## src/design/ooo_issue_pkg.sv

```systemverilog
// Shared widths, vector typedefs, ALU opcode enum and ALU function
`default_nettype none

package ooo_issue_pkg;

    //////////////////////////////////////////////////
    // Widths
    //////////////////////////////////////////////////
    localparam int TAG_W    = 4;            // 16 physical registers
    localparam int DATA_W   = 16;           // Register value width
    localparam int NUM_REGS = 1 << TAG_W;

    typedef logic [TAG_W-1:0]  tag_t;       // Physical register name
    typedef logic [DATA_W-1:0] data_t;      // Register value
    // Layout: op [15:12], dest [11:8], src1 [7:4], src2 [3:0]
    typedef logic [15:0]       inst_word_t;

    // Opcodes; any code not listed falls back to ADD
    typedef enum logic [3:0] {
        OP_ADD = 4'h0,
        OP_SUB = 4'h1,
        OP_AND = 4'h2,
        OP_OR  = 4'h3,
        OP_XOR = 4'h4,
        OP_SHL = 4'h5,
        OP_SHR = 4'h6
    } alu_op_e;

    // Single-cycle ALU, shared with the testbench model
    function automatic data_t alu_compute(alu_op_e op, data_t a, data_t b);
        data_t res;
        case (op)
            OP_SUB:  res = a - b;
            OP_AND:  res = a & b;
            OP_OR:   res = a | b;
            OP_XOR:  res = a ^ b;
            OP_SHL:  res = a << b[3:0];   // Shift amount is src2 low nibble
            OP_SHR:  res = a >> b[3:0];
            default: res = a + b;         // ADD and undefined codes
        endcase
        return res;
    endfunction

endpackage

`default_nettype wire

```

## src/design/slot_allocator.sv

```systemverilog
// Slot allocator: free mask register and lowest-free one-hot grant
`timescale 1ns/1ps
`default_nettype none

module slot_allocator #(
    parameter  int RS_SIZE = 4,
    localparam int IDX_W   = (RS_SIZE > 1) ? $clog2(RS_SIZE) : 1
) (
    input  logic               clock,
    input  logic               rst_n,
    input  logic               flush,        // Frees every slot
    input  logic               req,          // Dispatch wants a slot
    input  logic               clear_valid,  // Issued slot returns
    input  logic [IDX_W-1:0]   clear_idx,
    output logic [RS_SIZE-1:0] grant         // One-hot, zero when nothing free
);

    logic [RS_SIZE-1:0] free_mask;           // 1 = slot free
    logic [RS_SIZE-1:0] free_mask_d;
    logic [RS_SIZE-1:0] lowest_free;

    //////////////////////////////////////////////////
    // Grant
    //////////////////////////////////////////////////
    // Isolate lowest set bit of the mask
    assign lowest_free = free_mask & (~free_mask + 1'b1);
    assign grant       = req ? lowest_free : '0;

    //////////////////////////////////////////////////
    // Mask update
    //////////////////////////////////////////////////
    always_comb begin
        free_mask_d = free_mask;
        // A slot cleared this cycle is still busy in free_mask, so no overlap
        if (clear_valid) begin
            free_mask_d[clear_idx] = 1'b1;
        end
        free_mask_d = free_mask_d & ~grant;  // Granted slot now taken
    end

    always_ff @(posedge clock or negedge rst_n) begin
        if (!rst_n) begin
            free_mask <= '1;                 // Everything free
        end else if (flush) begin
            free_mask <= '1;
        end else begin
            free_mask <= free_mask_d;
        end
    end

endmodule

`default_nettype wire

```

## src/design/inst_decode.sv

```systemverilog
// Instruction decode: field split, source ready lookup, destination pending request
`timescale 1ns/1ps
`default_nettype none

module inst_decode import ooo_issue_pkg::*; (
    input  logic       clock,
    input  logic       rst_n,
    input  logic       inst_valid,        // One-cycle strobe from outside
    input  inst_word_t inst_word,
    input  logic       stall,             // Station full
    input  logic       src1_ready_in,     // Ready table lookups
    input  logic       src2_ready_in,
    output logic       alloc_valid,
    output alu_op_e    alloc_op,
    output tag_t       alloc_dest,
    output tag_t       alloc_src1,
    output tag_t       alloc_src2,
    output logic       alloc_src1_ready,
    output logic       alloc_src2_ready,
    output logic       mark_pending,      // Clear dest ready bit at dispatch edge
    output tag_t       pending_tag
);

    //////////////////////////////////////////////////
    // Field split
    //////////////////////////////////////////////////
    assign alloc_op   = alu_op_e'(inst_word[15:12]);
    assign alloc_dest = inst_word[11:8];
    assign alloc_src1 = inst_word[7:4];   // Also drives the ready query
    assign alloc_src2 = inst_word[3:0];

    assign alloc_src1_ready = src1_ready_in;
    assign alloc_src2_ready = src2_ready_in;

    // Strobe under stall is dropped here
    assign alloc_valid  = inst_valid & ~stall;

    // Destination goes pending at the same edge the entry is written
    assign mark_pending = alloc_valid;
    assign pending_tag  = alloc_dest;

endmodule

`default_nettype wire

```

## src/design/rs.sv

```systemverilog
// Reservation station: entry array, slot allocator, free count, wakeup and clear
`timescale 1ns/1ps
`default_nettype none

module rs import ooo_issue_pkg::*; #(
    parameter  int RS_SIZE = 4,
    localparam int IDX_W   = (RS_SIZE > 1) ? $clog2(RS_SIZE) : 1,
    localparam int CNT_W   = $clog2(RS_SIZE + 1)
) (
    input  logic                    clock,
    input  logic                    rst_n,
    input  logic                    flush,
    // Dispatch side
    input  logic                    alloc_valid,
    input  alu_op_e                 alloc_op,
    input  tag_t                    alloc_dest,
    input  tag_t                    alloc_src1,
    input  tag_t                    alloc_src2,
    input  logic                    alloc_src1_ready,
    input  logic                    alloc_src2_ready,
    // Wakeup from result bus
    input  logic                    bcast_valid,
    input  tag_t                    bcast_tag,
    // Clear from select
    input  logic                    clear_valid,
    input  logic [IDX_W-1:0]        clear_idx,
    // Registered array out
    output logic [RS_SIZE-1:0]      entry_valid,
    output logic [RS_SIZE-1:0][1:0] entry_ready,   // [0] src1, [1] src2
    output alu_op_e [RS_SIZE-1:0]   entry_op,
    output tag_t [RS_SIZE-1:0]      entry_dest,
    output tag_t [RS_SIZE-1:0]      entry_src1,
    output tag_t [RS_SIZE-1:0]      entry_src2,
    output logic [CNT_W-1:0]        free_slots
);

    logic [RS_SIZE-1:0]      valid_q, valid_d;
    logic [RS_SIZE-1:0][1:0] ready_q, ready_d;
    alu_op_e [RS_SIZE-1:0]   op_q, op_d;
    tag_t [RS_SIZE-1:0]      dest_q, dest_d;
    tag_t [RS_SIZE-1:0]      src1_q, src1_d;
    tag_t [RS_SIZE-1:0]      src2_q, src2_d;
    logic [CNT_W-1:0]        free_q, free_d;
    logic [RS_SIZE-1:0]      grant;                // One-hot write slot

    slot_allocator #(.RS_SIZE(RS_SIZE)) slot_alloc_i (
        .clock       (clock),
        .rst_n       (rst_n),
        .flush       (flush),
        .req         (alloc_valid),
        .clear_valid (clear_valid),
        .clear_idx   (clear_idx),
        .grant       (grant)
    );

    //////////////////////////////////////////////////
    // Next array: clear, then write, then wakeup
    //////////////////////////////////////////////////
    always_comb begin
        valid_d = valid_q;
        ready_d = ready_q;
        op_d    = op_q;
        dest_d  = dest_q;
        src1_d  = src1_q;
        src2_d  = src2_q;
        free_d  = free_q;
        if (clear_valid) begin                     // Issued entry leaves
            valid_d[clear_idx] = 1'b0;
            free_d             = free_d + 1'b1;
        end
        for (int i = 0; i < RS_SIZE; i++) begin
            if (grant[i]) begin
                valid_d[i] = 1'b1;
                ready_d[i] = {alloc_src2_ready, alloc_src1_ready};
                op_d[i]    = alloc_op;
                dest_d[i]  = alloc_dest;
                src1_d[i]  = alloc_src1;
                src2_d[i]  = alloc_src2;
            end
        end
        if (|grant) free_d = free_d - 1'b1;
        // Tag match also covers the entry written this cycle
        for (int i = 0; i < RS_SIZE; i++) begin
            if (valid_d[i] && bcast_valid) begin
                if (src1_d[i] == bcast_tag) ready_d[i][0] = 1'b1;
                if (src2_d[i] == bcast_tag) ready_d[i][1] = 1'b1;
            end
        end
    end

    // Control state
    always_ff @(posedge clock or negedge rst_n) begin
        if (!rst_n) begin
            valid_q <= '0;
            ready_q <= '0;
            free_q  <= CNT_W'(RS_SIZE);
        end else if (flush) begin                  // Mispredict empties the station
            valid_q <= '0;
            ready_q <= '0;
            free_q  <= CNT_W'(RS_SIZE);
        end else begin
            valid_q <= valid_d;
            ready_q <= ready_d;
            free_q  <= free_d;
        end
    end

    // Entry payload
    always_ff @(posedge clock) begin
        op_q   <= op_d;
        dest_q <= dest_d;
        src1_q <= src1_d;
        src2_q <= src2_d;
    end

    assign entry_valid = valid_q;
    assign entry_ready = ready_q;
    assign entry_op    = op_q;
    assign entry_dest  = dest_q;
    assign entry_src1  = src1_q;
    assign entry_src2  = src2_q;
    assign free_slots  = free_q;

endmodule

`default_nettype wire

```

## src/design/issue_select.sv

```systemverilog
// Issue select: lowest-index ready entry pick, field forward and clear pulse
`timescale 1ns/1ps
`default_nettype none

module issue_select import ooo_issue_pkg::*; #(
    parameter  int RS_SIZE = 4,
    localparam int IDX_W   = (RS_SIZE > 1) ? $clog2(RS_SIZE) : 1
) (
    input  logic [RS_SIZE-1:0]      entry_valid,
    input  logic [RS_SIZE-1:0][1:0] entry_ready,
    input  alu_op_e [RS_SIZE-1:0]   entry_op,
    input  tag_t [RS_SIZE-1:0]      entry_dest,
    input  tag_t [RS_SIZE-1:0]      entry_src1,
    input  tag_t [RS_SIZE-1:0]      entry_src2,
    output logic                    clear_valid,   // Frees the picked slot
    output logic [IDX_W-1:0]        clear_idx,
    output logic                    issue_valid,
    output alu_op_e                 issue_op,
    output tag_t                    issue_dest,
    output tag_t                    issue_src1,
    output tag_t                    issue_src2
);

    always_comb begin
        clear_valid = 1'b0;
        clear_idx   = '0;
        issue_op    = OP_ADD;
        issue_dest  = '0;
        issue_src1  = '0;
        issue_src2  = '0;
        // Walk down so the lowest eligible index is the last to win
        for (int i = RS_SIZE - 1; i >= 0; i--) begin
            if (entry_valid[i] && (&entry_ready[i])) begin
                clear_valid = 1'b1;
                clear_idx   = IDX_W'(i);
                issue_op    = entry_op[i];
                issue_dest  = entry_dest[i];
                issue_src1  = entry_src1[i];
                issue_src2  = entry_src2[i];
            end
        end
    end

    assign issue_valid = clear_valid;  // One issue per cycle

endmodule

`default_nettype wire

```

## src/design/alu_execute.sv

```systemverilog
// Execute stage: operand read and registered single-cycle ALU
`timescale 1ns/1ps
`default_nettype none

module alu_execute import ooo_issue_pkg::*; (
    input  logic    clock,
    input  logic    rst_n,
    input  logic    flush,        // Drops the instruction being issued
    input  logic    issue_valid,
    input  alu_op_e issue_op,
    input  tag_t    issue_dest,
    input  tag_t    issue_src1,
    input  tag_t    issue_src2,
    output tag_t    rd1_addr,     // Register file read ports
    output tag_t    rd2_addr,
    input  data_t   rd1_data,
    input  data_t   rd2_data,
    output logic    wb_valid,     // One-cycle write-back
    output tag_t    wb_tag,
    output data_t   wb_data
);

    data_t alu_result;

    //////////////////////////////////////////////////
    // Operand read and compute
    //////////////////////////////////////////////////
    assign rd1_addr   = issue_src1;
    assign rd2_addr   = issue_src2;
    assign alu_result = alu_compute(issue_op, rd1_data, rd2_data);

    always_ff @(posedge clock or negedge rst_n) begin
        if (!rst_n) begin
            wb_valid <= 1'b0;
        end else begin
            wb_valid <= issue_valid & ~flush;   // Flush kills it here
        end
    end

    // Result payload, only loaded on issue
    always_ff @(posedge clock) begin
        if (issue_valid) begin
            wb_tag  <= issue_dest;
            wb_data <= alu_result;
        end
    end

endmodule

`default_nettype wire

```

## src/design/result_bus.sv

```systemverilog
// Result stage: physical register file, ready table and tag broadcast
`timescale 1ns/1ps
`default_nettype none

module result_bus import ooo_issue_pkg::*; (
    input  logic  clock,
    input  logic  rst_n,
    input  logic  flush,          // All registers ready again
    input  logic  wb_valid,
    input  tag_t  wb_tag,
    input  data_t wb_data,
    input  logic  mark_pending,   // From decode at dispatch
    input  tag_t  pending_tag,
    input  tag_t  rd1_addr,
    input  tag_t  rd2_addr,
    output data_t rd1_data,
    output data_t rd2_data,
    input  tag_t  src1_tag,       // Ready queries
    input  tag_t  src2_tag,
    output logic  src1_ready,
    output logic  src2_ready,
    output logic  bcast_valid,    // Wakeup to the station
    output tag_t  bcast_tag,
    output logic  result_valid,
    output tag_t  result_tag,
    output data_t result_data
);

    data_t               regs [NUM_REGS];
    logic [NUM_REGS-1:0] ready_q;

    //////////////////////////////////////////////////
    // Register file and ready table
    //////////////////////////////////////////////////
    always_ff @(posedge clock or negedge rst_n) begin
        if (!rst_n) begin
            for (int i = 0; i < NUM_REGS; i++) begin
                regs[i] <= DATA_W'(i);             // Register i starts at i
            end
            ready_q <= '1;
        end else begin
            if (wb_valid) regs[wb_tag] <= wb_data; // Still commits during flush
            if (flush) begin
                ready_q <= '1;
            end else begin
                if (wb_valid)     ready_q[wb_tag]      <= 1'b1;
                if (mark_pending) ready_q[pending_tag] <= 1'b0; // Newer producer wins
            end
        end
    end

    assign rd1_data   = regs[rd1_addr];
    assign rd2_data   = regs[rd2_addr];
    assign src1_ready = ready_q[src1_tag];
    assign src2_ready = ready_q[src2_tag];

    // Broadcast and result mirror the write-back cycle
    assign bcast_valid  = wb_valid;
    assign bcast_tag    = wb_tag;
    assign result_valid = wb_valid;
    assign result_tag   = wb_tag;
    assign result_data  = wb_data;

endmodule

`default_nettype wire

```

## src/design/ooo_issue_top.sv

```systemverilog
// Top level: decode, reservation station, select, execute and result stage
`timescale 1ns/1ps
`default_nettype none

module ooo_issue_top import ooo_issue_pkg::*; #(
    parameter  int RS_SIZE = 4,
    localparam int IDX_W   = (RS_SIZE > 1) ? $clog2(RS_SIZE) : 1,
    localparam int CNT_W   = $clog2(RS_SIZE + 1)
) (
    input  logic       clock,
    input  logic       rst_n,
    input  logic       inst_valid,
    input  inst_word_t inst_word,
    input  logic       flush,
    output logic       stall,
    output logic       result_valid,
    output tag_t       result_tag,
    output data_t      result_data
);

    logic alloc_valid, alloc_src1_ready, alloc_src2_ready, mark_pending;
    alu_op_e alloc_op, issue_op;
    tag_t alloc_dest, alloc_src1, alloc_src2, pending_tag;
    logic src1_ready, src2_ready, bcast_valid, clear_valid, issue_valid, wb_valid;
    tag_t bcast_tag, issue_dest, issue_src1, issue_src2, rd1_addr, rd2_addr, wb_tag;
    data_t rd1_data, rd2_data, wb_data;
    logic [IDX_W-1:0]        clear_idx;
    logic [CNT_W-1:0]        free_slots;
    logic [RS_SIZE-1:0]      entry_valid;
    logic [RS_SIZE-1:0][1:0] entry_ready;
    alu_op_e [RS_SIZE-1:0]   entry_op;
    tag_t [RS_SIZE-1:0]      entry_dest, entry_src1, entry_src2;

    assign stall = (free_slots == '0);   // Station full

    inst_decode decode_i (.*, .src1_ready_in(src1_ready), .src2_ready_in(src2_ready));

    rs #(.RS_SIZE(RS_SIZE)) rs_i (.*);

    issue_select #(.RS_SIZE(RS_SIZE)) select_i (.*);

    alu_execute execute_i (.*);

    result_bus result_i (.*, .src1_tag(alloc_src1), .src2_tag(alloc_src2));

endmodule

`default_nettype wire

```

## config.mk

```make
export PLATFORM = sky130hd
export DESIGN_NAME = ooo_issue_top
export DESIGN_NICKNAME = d
export VERILOG_FILES = /design/src/design/ooo_issue_pkg.sv /design/src/design/slot_allocator.sv /design/src/design/inst_decode.sv /design/src/design/rs.sv /design/src/design/issue_select.sv /design/src/design/alu_execute.sv /design/src/design/result_bus.sv /design/src/design/ooo_issue_top.sv
export SDC_FILE = /design/constraint.sdc
export NUM_CORES = 1
export LEC_CHECK = 0
export BUFFER_PORTS_ARGS = -buffer_cell sky130_fd_sc_hd__buf_2
export CELL_PAD_IN_SITES_DETAIL_PLACEMENT = 0
export CELL_PAD_IN_SITES_GLOBAL_PLACEMENT = 2
export CORE_MARGIN = 4
export CORE_UTILIZATION = 40
export DETAILED_ROUTE_END_ITERATION = 12
export GPL_TIMING_DRIVEN = 0
export PLACE_DENSITY_LB_ADDON = 0.08
export SLEW_MARGIN = 20
export SYNTH_ARGS = -nofsm -noshare
export SYNTH_HDL_FRONTEND = slang
export SYNTH_SLANG_ARGS = --single-unit
```

## constraint.sdc

```tcl
create_clock -name clock -period 15.4 [get_ports clock]
set_input_delay 2.31 -clock clock [delete_from_list [all_inputs] [get_ports clock]]
set_output_delay 2.31 -clock clock [all_outputs]
set_load 0.1 [all_outputs]
```

==> results of run 1 <==
## final timing paths
kind / slack (ps) / to / cells after the start / start
setup / recovery: 6700 / execute_i.wb_data[15]$_DFFE_PN_ / 26 / rs_i.entry_valid[1]$_DFF_PN0_
hold / removal: 480 / result_i.regs[224]$_DFFE_PN1P_ / 2 / result_i.regs[224]$_DFFE_PN1P_
setup reg to reg: 6700 / execute_i.wb_data[15]$_DFFE_PN_ / 26 / rs_i.entry_valid[1]$_DFF_PN0_
hold reg to reg: 480 / result_i.regs[224]$_DFFE_PN1P_ / 2 / result_i.regs[224]$_DFFE_PN1P_
max in group asynchronous: 12960 / rs_i.slot_alloc_i.free_mask[1]$_DFF_PN1_ / 2 / rst_n
min in group asynchronous: 1590 / result_i.regs[144]$_DFFE_PN0P_ / 1 / rst_n
## power by group
part | total, mW | leakage [nW] | internal (mW) | switching, mW
clock | 1.25 | 0.843 | 0.771 | 0.475
combinational | 0.512 | 5.76 | 0.181 | 0.332
sequential | 1.11 | 4.61 | 1.08 | 0.0373
total | 2.87 | 11.2 | 2.03 | 0.844
## kinds of logic after synthesis
logic type / share of synthesized area
mux: 0.149
xor+xnor: 0.0235
fa+ha+maj: 0.0301
simple gates: 0.196
compound gates: 0.134
buf+inv: 0.0452
flops: 0.421
## flip-flops by register name (all words and copies together) (netlist names)
register / flops
rs_i.entry_op: 16
rs_i.entry_valid: 4
execute_i.wb_data: 16
result_i.regs: 256
execute_i.wb_valid: 1
rs_i.free_slots: 3
rs_i.entry_dest: 16
rs_i.entry_src1: 16
rs_i.slot_alloc_i.free_mask: 4
execute_i.wb_tag: 4
rs_i.entry_src2: 16
rs_i.entry_ready: 8
result_i.ready_q: 16
## final cells by class
class | instances | area share
inverter | 49 | 0.00725
clock buffer | 68 | 0.0548
tap | 756 | 0.0368
sequential | 376 | 0.372
multi-input combinational | 1943 | 0.472
timing repair buffer | 40 | 0.0110
clock inverter | 18 | 0.0124
buffer | 179 | 0.0328
## worst min-delay path, cell delays in order, from the launching register on
cell	delay, ps
dfstp_2	380
nand2_1	50
nand2_1	50
## routing by layer
| metal | GRT usage | up-vias | routed length (um) |
|---|---|---|---|
| met5 | 0 | - | 0 |
| li1 | - | 9116 | - |
| met1 | 0.451 | 10555 | 43600 |
| met3 | 0.0562 | 257 | 7890 |
| met4 | 0.134 | 0 | 4600 |
| met2 | 0.532 | 1074 | 46400 |
## synthesized netlist by cell type (all sizes together) (24+ instances only)
cell type,n,area (sq um)
nand3,94,475
nor2,86,330
dfxtp,32,641
buf,84,483
dfstp,53,1390
o21ai,29,153
a221oi,46,403
ha,53,663
nand2,771,2900
clkbuf,95,358
xor2,24,210
edfxtp,52,1560
a21oi,181,906
a22oi,35,263
a31oi,34,213
inv,43,164
mux2,176,1980
dfrtp,239,5980
nor3,24,136
xnor2,37,324
mux2i,117,1180
a32oi,27,244
nand2b,32,200
## per-stage QoR
stage / instance area [sq um] / utilization / hold slack (ps) / power [mW] / setup WS (ps)
finish: 25700 / 0.457 / 477 / 2.87 / 6700
global route: 25700 / 0.457 / 484 / 2.96 / 6600
CTS: 25700 / 0.457 / 478 / 2.88 / 6960
detailed placement: 24000 / 0.426 / 465 / 1.63 / 7000
global placement: 23900 / 0.424 / 461 / 1.62 / 6190
floorplan: 22700 / - / 446 / 1.45 / 9860
## placed cells by master, fill, tap and decap left out, types with 7 or more instances in the layout
cell | netlist | final
inv_1 | 41 | 41
buf_2 | 47 | 83
clkbuf_16 | 0 | 50
buf_6 | 11 | 12
dfstp_2 | 53 | 53
or3_1 | 7 | 7
clkbuf_1 | 94 | 103
o31a_1 | 7 | 7
a31oi_1 | 34 | 34
xor2_1 | 24 | 24
o21ai_0 | 25 | 25
nand2_1 | 768 | 768
or2_2 | 7 | 7
ha_1 | 53 | 53
dfrtp_1 | 239 | 239
o21a_1 | 7 | 7
nand2b_1 | 32 | 32
o211ai_1 | 7 | 7
clkbuf_8 | 0 | 9
edfxtp_1 | 52 | 52
xnor2_1 | 37 | 37
a221oi_1 | 46 | 46
a211oi_1 | 9 | 9
o22ai_1 | 18 | 18
nor2b_1 | 8 | 8
buf_1 | 19 | 17
mux2i_1 | 116 | 116
a32oi_1 | 26 | 26
buf_4 | 7 | 7
a21oi_1 | 181 | 181
dfxtp_1 | 32 | 32
mux2_2 | 176 | 176
nor2_1 | 85 | 80
bufinv_16 | 0 | 8
nand3_1 | 93 | 92
mux4_2 | 10 | 10
a22oi_1 | 35 | 35
nor3_1 | 22 | 22
and3_1 | 16 | 16
==> key figures, run 1 <==
Outcome
  – Outcome: finished, final reports clean

Logic synthesis
  – Async SR Flop Fraction: 0.777
  – Post-Synthesis Cells: 2547
  – Post-synth cell types: 83
  – Number of synthesized register bits: 376
  – Syn_area_per_cell: 8.92 sq um
  – Number of flops mapped to enable cells by yosys: 52
  – Synth warn: 0
  – Sequential area share after synthesis: 0.421
  – Synth Net Count: 2621
  – Synth Cell Area: 22700 sq um
  – Primary FF master, synth: dfrtp_1

CTS
  – Clk root buf: clkbuf_16
  – Post-cts sizing count: 0
  – Max Root-Sink Buffers: 3
  – H-tree Lvls: 2
  – TritonCTS clock tree: yes
  – Num CTS Buffers: 46
  – Post-CTS setup buffers: 0
  – Hold Buf Count CTS: 0
  – Clock Pin Slew Worst Setup and Hold Paths: 60 ps
  – Clk sinks: 376
  – Worst-Skew Late Latency: 610 ps

Setup path
  – CP Class: flop to flop
  – Worst Path Max Fanout: 11
  – Critical path's top delay family: simple AND/OR/NAND/NOR gates
  – CP endpoint kind: flop
  – CP bufs+invs: 3
  – Slowest stage delay, CP: 880 ps
  – WP data required: 15740 ps
  – CP startpoint kind: flop
  – Crit path DAT: 9040 ps
  – Slowest CP cell: a32oi_1
  – Cell mode on critical path: nand2_1

Route
  – Routed Antenna Nets: 0
  – WL final: 102000 um
  – Routed WL per cell: 29.9 um
  – Initial DRC count: 2299
  – Vias per cell: 6.12
  – DRC violations left: 0
  – Pre-antenna DRT Iters: 6
  – Total vias in the final route: 21002

Layout
  – Nets@finish: 2709
  – # diodes: 0
  – Fin cells: 3429
  – Layout cells sized above 1: 0.171
  – # fillers: 5485
  – Multi-input gate area: 12100 sq um
  – Area Overhead vs Synth: 13.1%
  – Sequential standard cell area: 9580 sq um

Power and ir drop
  – Peak VDD IR: 87.9 uV
  – PwrDens: 112 nW/um^2
  – Leak: 11.2 nW

Placed design
  – RePlAce Congestion: 0.935
  – Cells after DPL: 3343
  – PortBufs: 36
  – Hpwl dp: 71700 um

Floorplan
  – Row count: 87
  – Die footprint: 60700 sq um
  – Starting Density: 0.404
  – Total core area: 56300 sq um
  – Die H: 246 um
  – Io pins: 42
  – Die X: 246 um

STA
  – Hold Vio Cnt, Final: 0
  – F_max: 0.115 GHz
  – Final setup viols: 0
  – Slew Viols, Final: 0
  – Worst slew pin tran: 1250 ps
  – Clk_skew: 24.7 ps
  – RSZ-0062 raised after global routing: false
  – Clock period minus worst slack: 8700 ps
  – Ratio of final minimum period to clock period: 0.565
  – Setup TNS: 0 ps
  – Slew headroom: 0.169

Global route
  – Antenna violations before repair: 1
  – First-pass GRT wire length: 147000 um
  – All-layer global routing usage: 0.333
  – Largest net degree at the start of global routing: 96
  – Remaining Overflow, GRT: 0
  – Vias in the first global route: 20242

Worst hold path
  – Hold Path Class: flop to flop

Flow run
  – Max-cap violations: 0
Power figures use the tool's default switching activity.
==> run 2: changes to the inputs <==
- ABC_AREA: default -> 1
- CORE_UTILIZATION: 40 -> 37
- clock period: 15.4 -> 8.8 ns (I/O delays scaled with it)
==> key figures, run 2 <==
Outcome
  – Outcome: finished, final reports clean

CTS
  – H-tree Lvls: 2 (unchanged)
  – Max Root-Sink Buffers: 3 (unchanged)
  – Num CTS Buffers: 45 (-2.2%)
  – Clk sinks: 376 (unchanged)
  – Post-cts sizing count: 0 (unchanged)
  – Clock Pin Slew Worst Setup and Hold Paths: 80 ps (+20 ps)
  – Worst-Skew Late Latency: 610 ps (about the same)
  – TritonCTS clock tree: yes
  – Post-CTS setup buffers: 0 (unchanged)
  – Hold Buf Count CTS: 0 (unchanged)
  – Clk root buf: clkbuf_16

Logic synthesis
  – Synth Net Count: 3366 (+28%)
  – Syn_area_per_cell: 7.14 sq um (-20%)
  – Synth area leaders: dfrtp_1 (25%), nand2_1 (15%), nand3_1 (13%), o21ai_0 (7.0%), edfxtp_1 (6.6%)
  – Top cell type's share of synthesized area: 0.254 (-0.00868)
  – Post-Synthesis Cells: 3292 (+29%)
  – Yosys top cell by area: dfrtp_1
  – Synth warn: 0 (unchanged)
  – Post-synth cell types: 52 (-37%)
  – Synth Cell Area: 23500 sq um (+3.4%)
  – Sequential area share after synthesis: 0.407 (-0.0139)
  – Most instantiated library cell after synthesis: nand2_1
  – Number of flops mapped to enable cells by yosys: 52 (unchanged)
  – Commonest cells in the netlist: nand2_1 (919), nand3_1 (624), o21ai_0 (327)
  – Async SR Flop Fraction: 0.777 (unchanged)
  – Primary FF master, synth: dfrtp_1
  – Number of synthesized register bits: 376 (unchanged)

STA
  – Slew headroom: 0.142 (-0.0274)
  – RSZ-0062 raised after global routing: false
  – Slew Viols, Final: 0 (unchanged)
  – Worst slew pin tran: 1290 ps (+41.1 ps)
  – F_max: 0.156 GHz (+36%)
  – Setup TNS: 0 ps (unchanged)
  – Clock period minus worst slack: 6400 ps (-2290 ps)
  – Clk_skew: 45.5 ps (+20.9 ps)
  – Ratio of final minimum period to clock period: 0.728 (+0.163)
  – Hold Vio Cnt, Final: 0 (unchanged)
  – Final setup viols: 0 (unchanged)

Layout
  – Commonest cells after routing, fill and taps aside: nand2_1 (919), nand3_1 (624), o21ai_0 (327)
  – Number of flip-flops in the largest register: 256 (unchanged)
  – Layout cells sized above 1: 0.101 (-0.0699)
  – Multi-input gate area: 11600 sq um (-4.5%)
  – Area Overhead vs Synth: 12.7%
  – Register bank with the most flops: result_i.regs
  – Most common cell after layout, fill and taps aside: nand2_1
  – Nets@finish: 3459 (+28%)
  – Fin util: 0.421 (-0.0362)
  – Sequential standard cell area: 9580 sq um (unchanged)
  – # fillers: 6668 (+22%)
  – Post-route design area: 26500 sq um (+3.0%)
  – Fin cells: 4270 (+25%)

Global route
  – Vias in the first global route: 23845 (+18%)
  – First-pass GRT wire length: 166000 um (+13%)
  – All-layer global routing usage: 0.337 (+0.00410)
  – Largest net degree at the start of global routing: 79 (-18%)
  – Remaining Overflow, GRT: 0 (unchanged)
  – Antenna violations before repair: 5 (+4)

Floorplan
  – Total core area: 63000 sq um (+12%)
  – Starting Density: 0.373 (-0.0306)
  – Row count: 92 (+5.7%)
  – Die H: 260 um (+5.5%)
  – Io pins: 42 (unchanged)
  – Die footprint: 67600 sq um (+11%)
  – Die X: 260 um (+5.5%)

Route
  – Initial DRC count: 2681 (+17%)
  – Metal2 WL: 51100 um (+10%)
  – WL final: 115000 um (+13%)
  – DR top layer: met4
  – Pre-antenna DRT Iters: 6 (unchanged)
  – Routed WL per cell: 27.0 um (-9.5%)
  – DRC violations left: 0 (unchanged)
  – Wire length on met3: 9740 um (+23%)
  – Metal1 wirelength: 47700 um (+9.3%)
  – Total vias in the final route: 24443 (+16%)
  – Vias per cell: 5.72 (-6.5%)
  – Routed Antenna Nets: 0 (unchanged)

Setup path
  – CP Class: flop to flop
  – Worst Path Max Fanout: 12 (+1)
  – Slowest stage delay, CP: 560 ps (-320 ps)
  – Crit path DAT: 6760 ps (-2280 ps)
  – Slowest CP cell: a31oi_4
  – R2R Path End: execute_i.wb_data[15]$_DFFE_PN_
  – WP data required: 9160 ps (-6580 ps)
  – R2r worst-path depth: 32 (+23%)
  – FF-to-FF setup slack: 2400 ps (-4310 ps)
  – CP startpoint kind: flop
  – Reg2reg start: rs_i.entry_ready[2]$_DFF_PN0_
  – CP endpoint kind: flop

Placed design
  – RePlAce Congestion: 0.939 (+0.43%)
  – Area post-placement: 24900 sq um (+3.9%)
  – PortBufs: 41 (+14%)
  – Hpwl dp: 81800 um (+14%)
  – Cells after DPL: 4184 (+25%)

Worst hold path
  – Min-delay src: result_i.regs[128]$_DFFE_PN1P_
  – Hold endpoint: result_i.regs[128]$_DFFE_PN1P_
  – Hold Path Class: flop to flop
  – Worst hold stages: 2 (unchanged)

Power and ir drop
  – PwrDens: 204 nW/um^2 (+82%)
  – Leak: 12.1 nW (+7.9%)
  – Power Total: 5.39 mW (+88%)
  – Peak VDD IR: 136 uV (+55%)

Flow run
  – Max-cap violations: 0 (unchanged)
[run 2: cell count changes after synthesis, sizes merged, moves of 31 or more]
cell / change
inv: +308
o21ai: +305
nand2: +165
a22oi: -31
nand3: +536
a221oi: -44
mux2: -176
a21oi: -96
o211ai: +53
xnor2: -34
mux2i: -117
nand2b: -32
[run 2: metal layers]
metal / track usage / vias up
li1: - / 11061
met1: 0.443 / 11801
met2: 0.530 / 1246
met3: 0.0635 / 335
met4: 0.174 / 0
met5: 0 / -
[run 2: logic make-up (layout without fill, tap and decap cells)]
group / count (synthesis) / in the layout / synth area share
flops: 376 / 376 / 0.407
other cells: 0 / 2 / 0
compound gates: 540 / 540 / 0.130
xor+xnor: 43 / 43 / 0.0160
fa+ha+maj: 54 / 54 / 0.0291
simple gates: 1717 / 1717 / 0.318
buf+inv: 562 / 692 / 0.0996
[run 2: power by group]
| group | internal [mW] | switching, mW |
|---|---|---|
| Clock | 1.18 | 0.843 |
| Sequential | 1.89 | 0.0596 |
| Combinational | 0.440 | 0.973 |
[run 2: layout make-up]
type / instances / area share
timing repair buffer: 46 / 0.0129
tap: 846 / 0.0400
inverter: 358 / 0.0508
buffer: 204 / 0.0379
clock inverter: 19 / 0.00945
multi-input combinational: 2354 / 0.438
antenna: 2 / 0.000189
sequential: 376 / 0.362
clock buffer: 65 / 0.0492
[run 2: worst max path at each step]
| stage | slack (ps) | end | from |
|---|---|---|---|
| floorplan | 4540 | execute_i.wb_data[15]$_DFFE_PN_ | rs_i.entry_valid[0]$_DFF_PN0_ |
| global placement | 410 | result_i.regs[237]$_DFFE_PN0P_ | rst_n |
| detailed placement | 2530 | execute_i.wb_data[15]$_DFFE_PN_ | rs_i.entry_ready[2]$_DFF_PN0_ |
| CTS | 2480 | execute_i.wb_data[15]$_DFFE_PN_ | rs_i.entry_ready[2]$_DFF_PN0_ |
| global route | 2000 | execute_i.wb_data[15]$_DFFE_PN_ | rs_i.entry_ready[2]$_DFF_PN0_ |
| finish | 2400 | execute_i.wb_data[15]$_DFFE_PN_ | rs_i.entry_ready[2]$_DFF_PN0_ |
[run 2: stage by stage]
step                hold WS, ps  worst slack [ps]
floorplan                   466              4540
global placement            490               409
detailed placement          501              2530
CTS                         512              2480
global route                537              2000
finish                      513              2400
[run 2: worst max-delay path, delay by kind of cell, from the launching register on]
family / cells / cell delay (ps)
and+or+nand+nor: 18 / 2720
DFF: 1 / 390
xor gates and xnor gates: 1 / 170
buffers and inverters: 8 / 1440
AOI/OAI and AO/OA: 3 / 840
adders and majority gates: 2 / 550
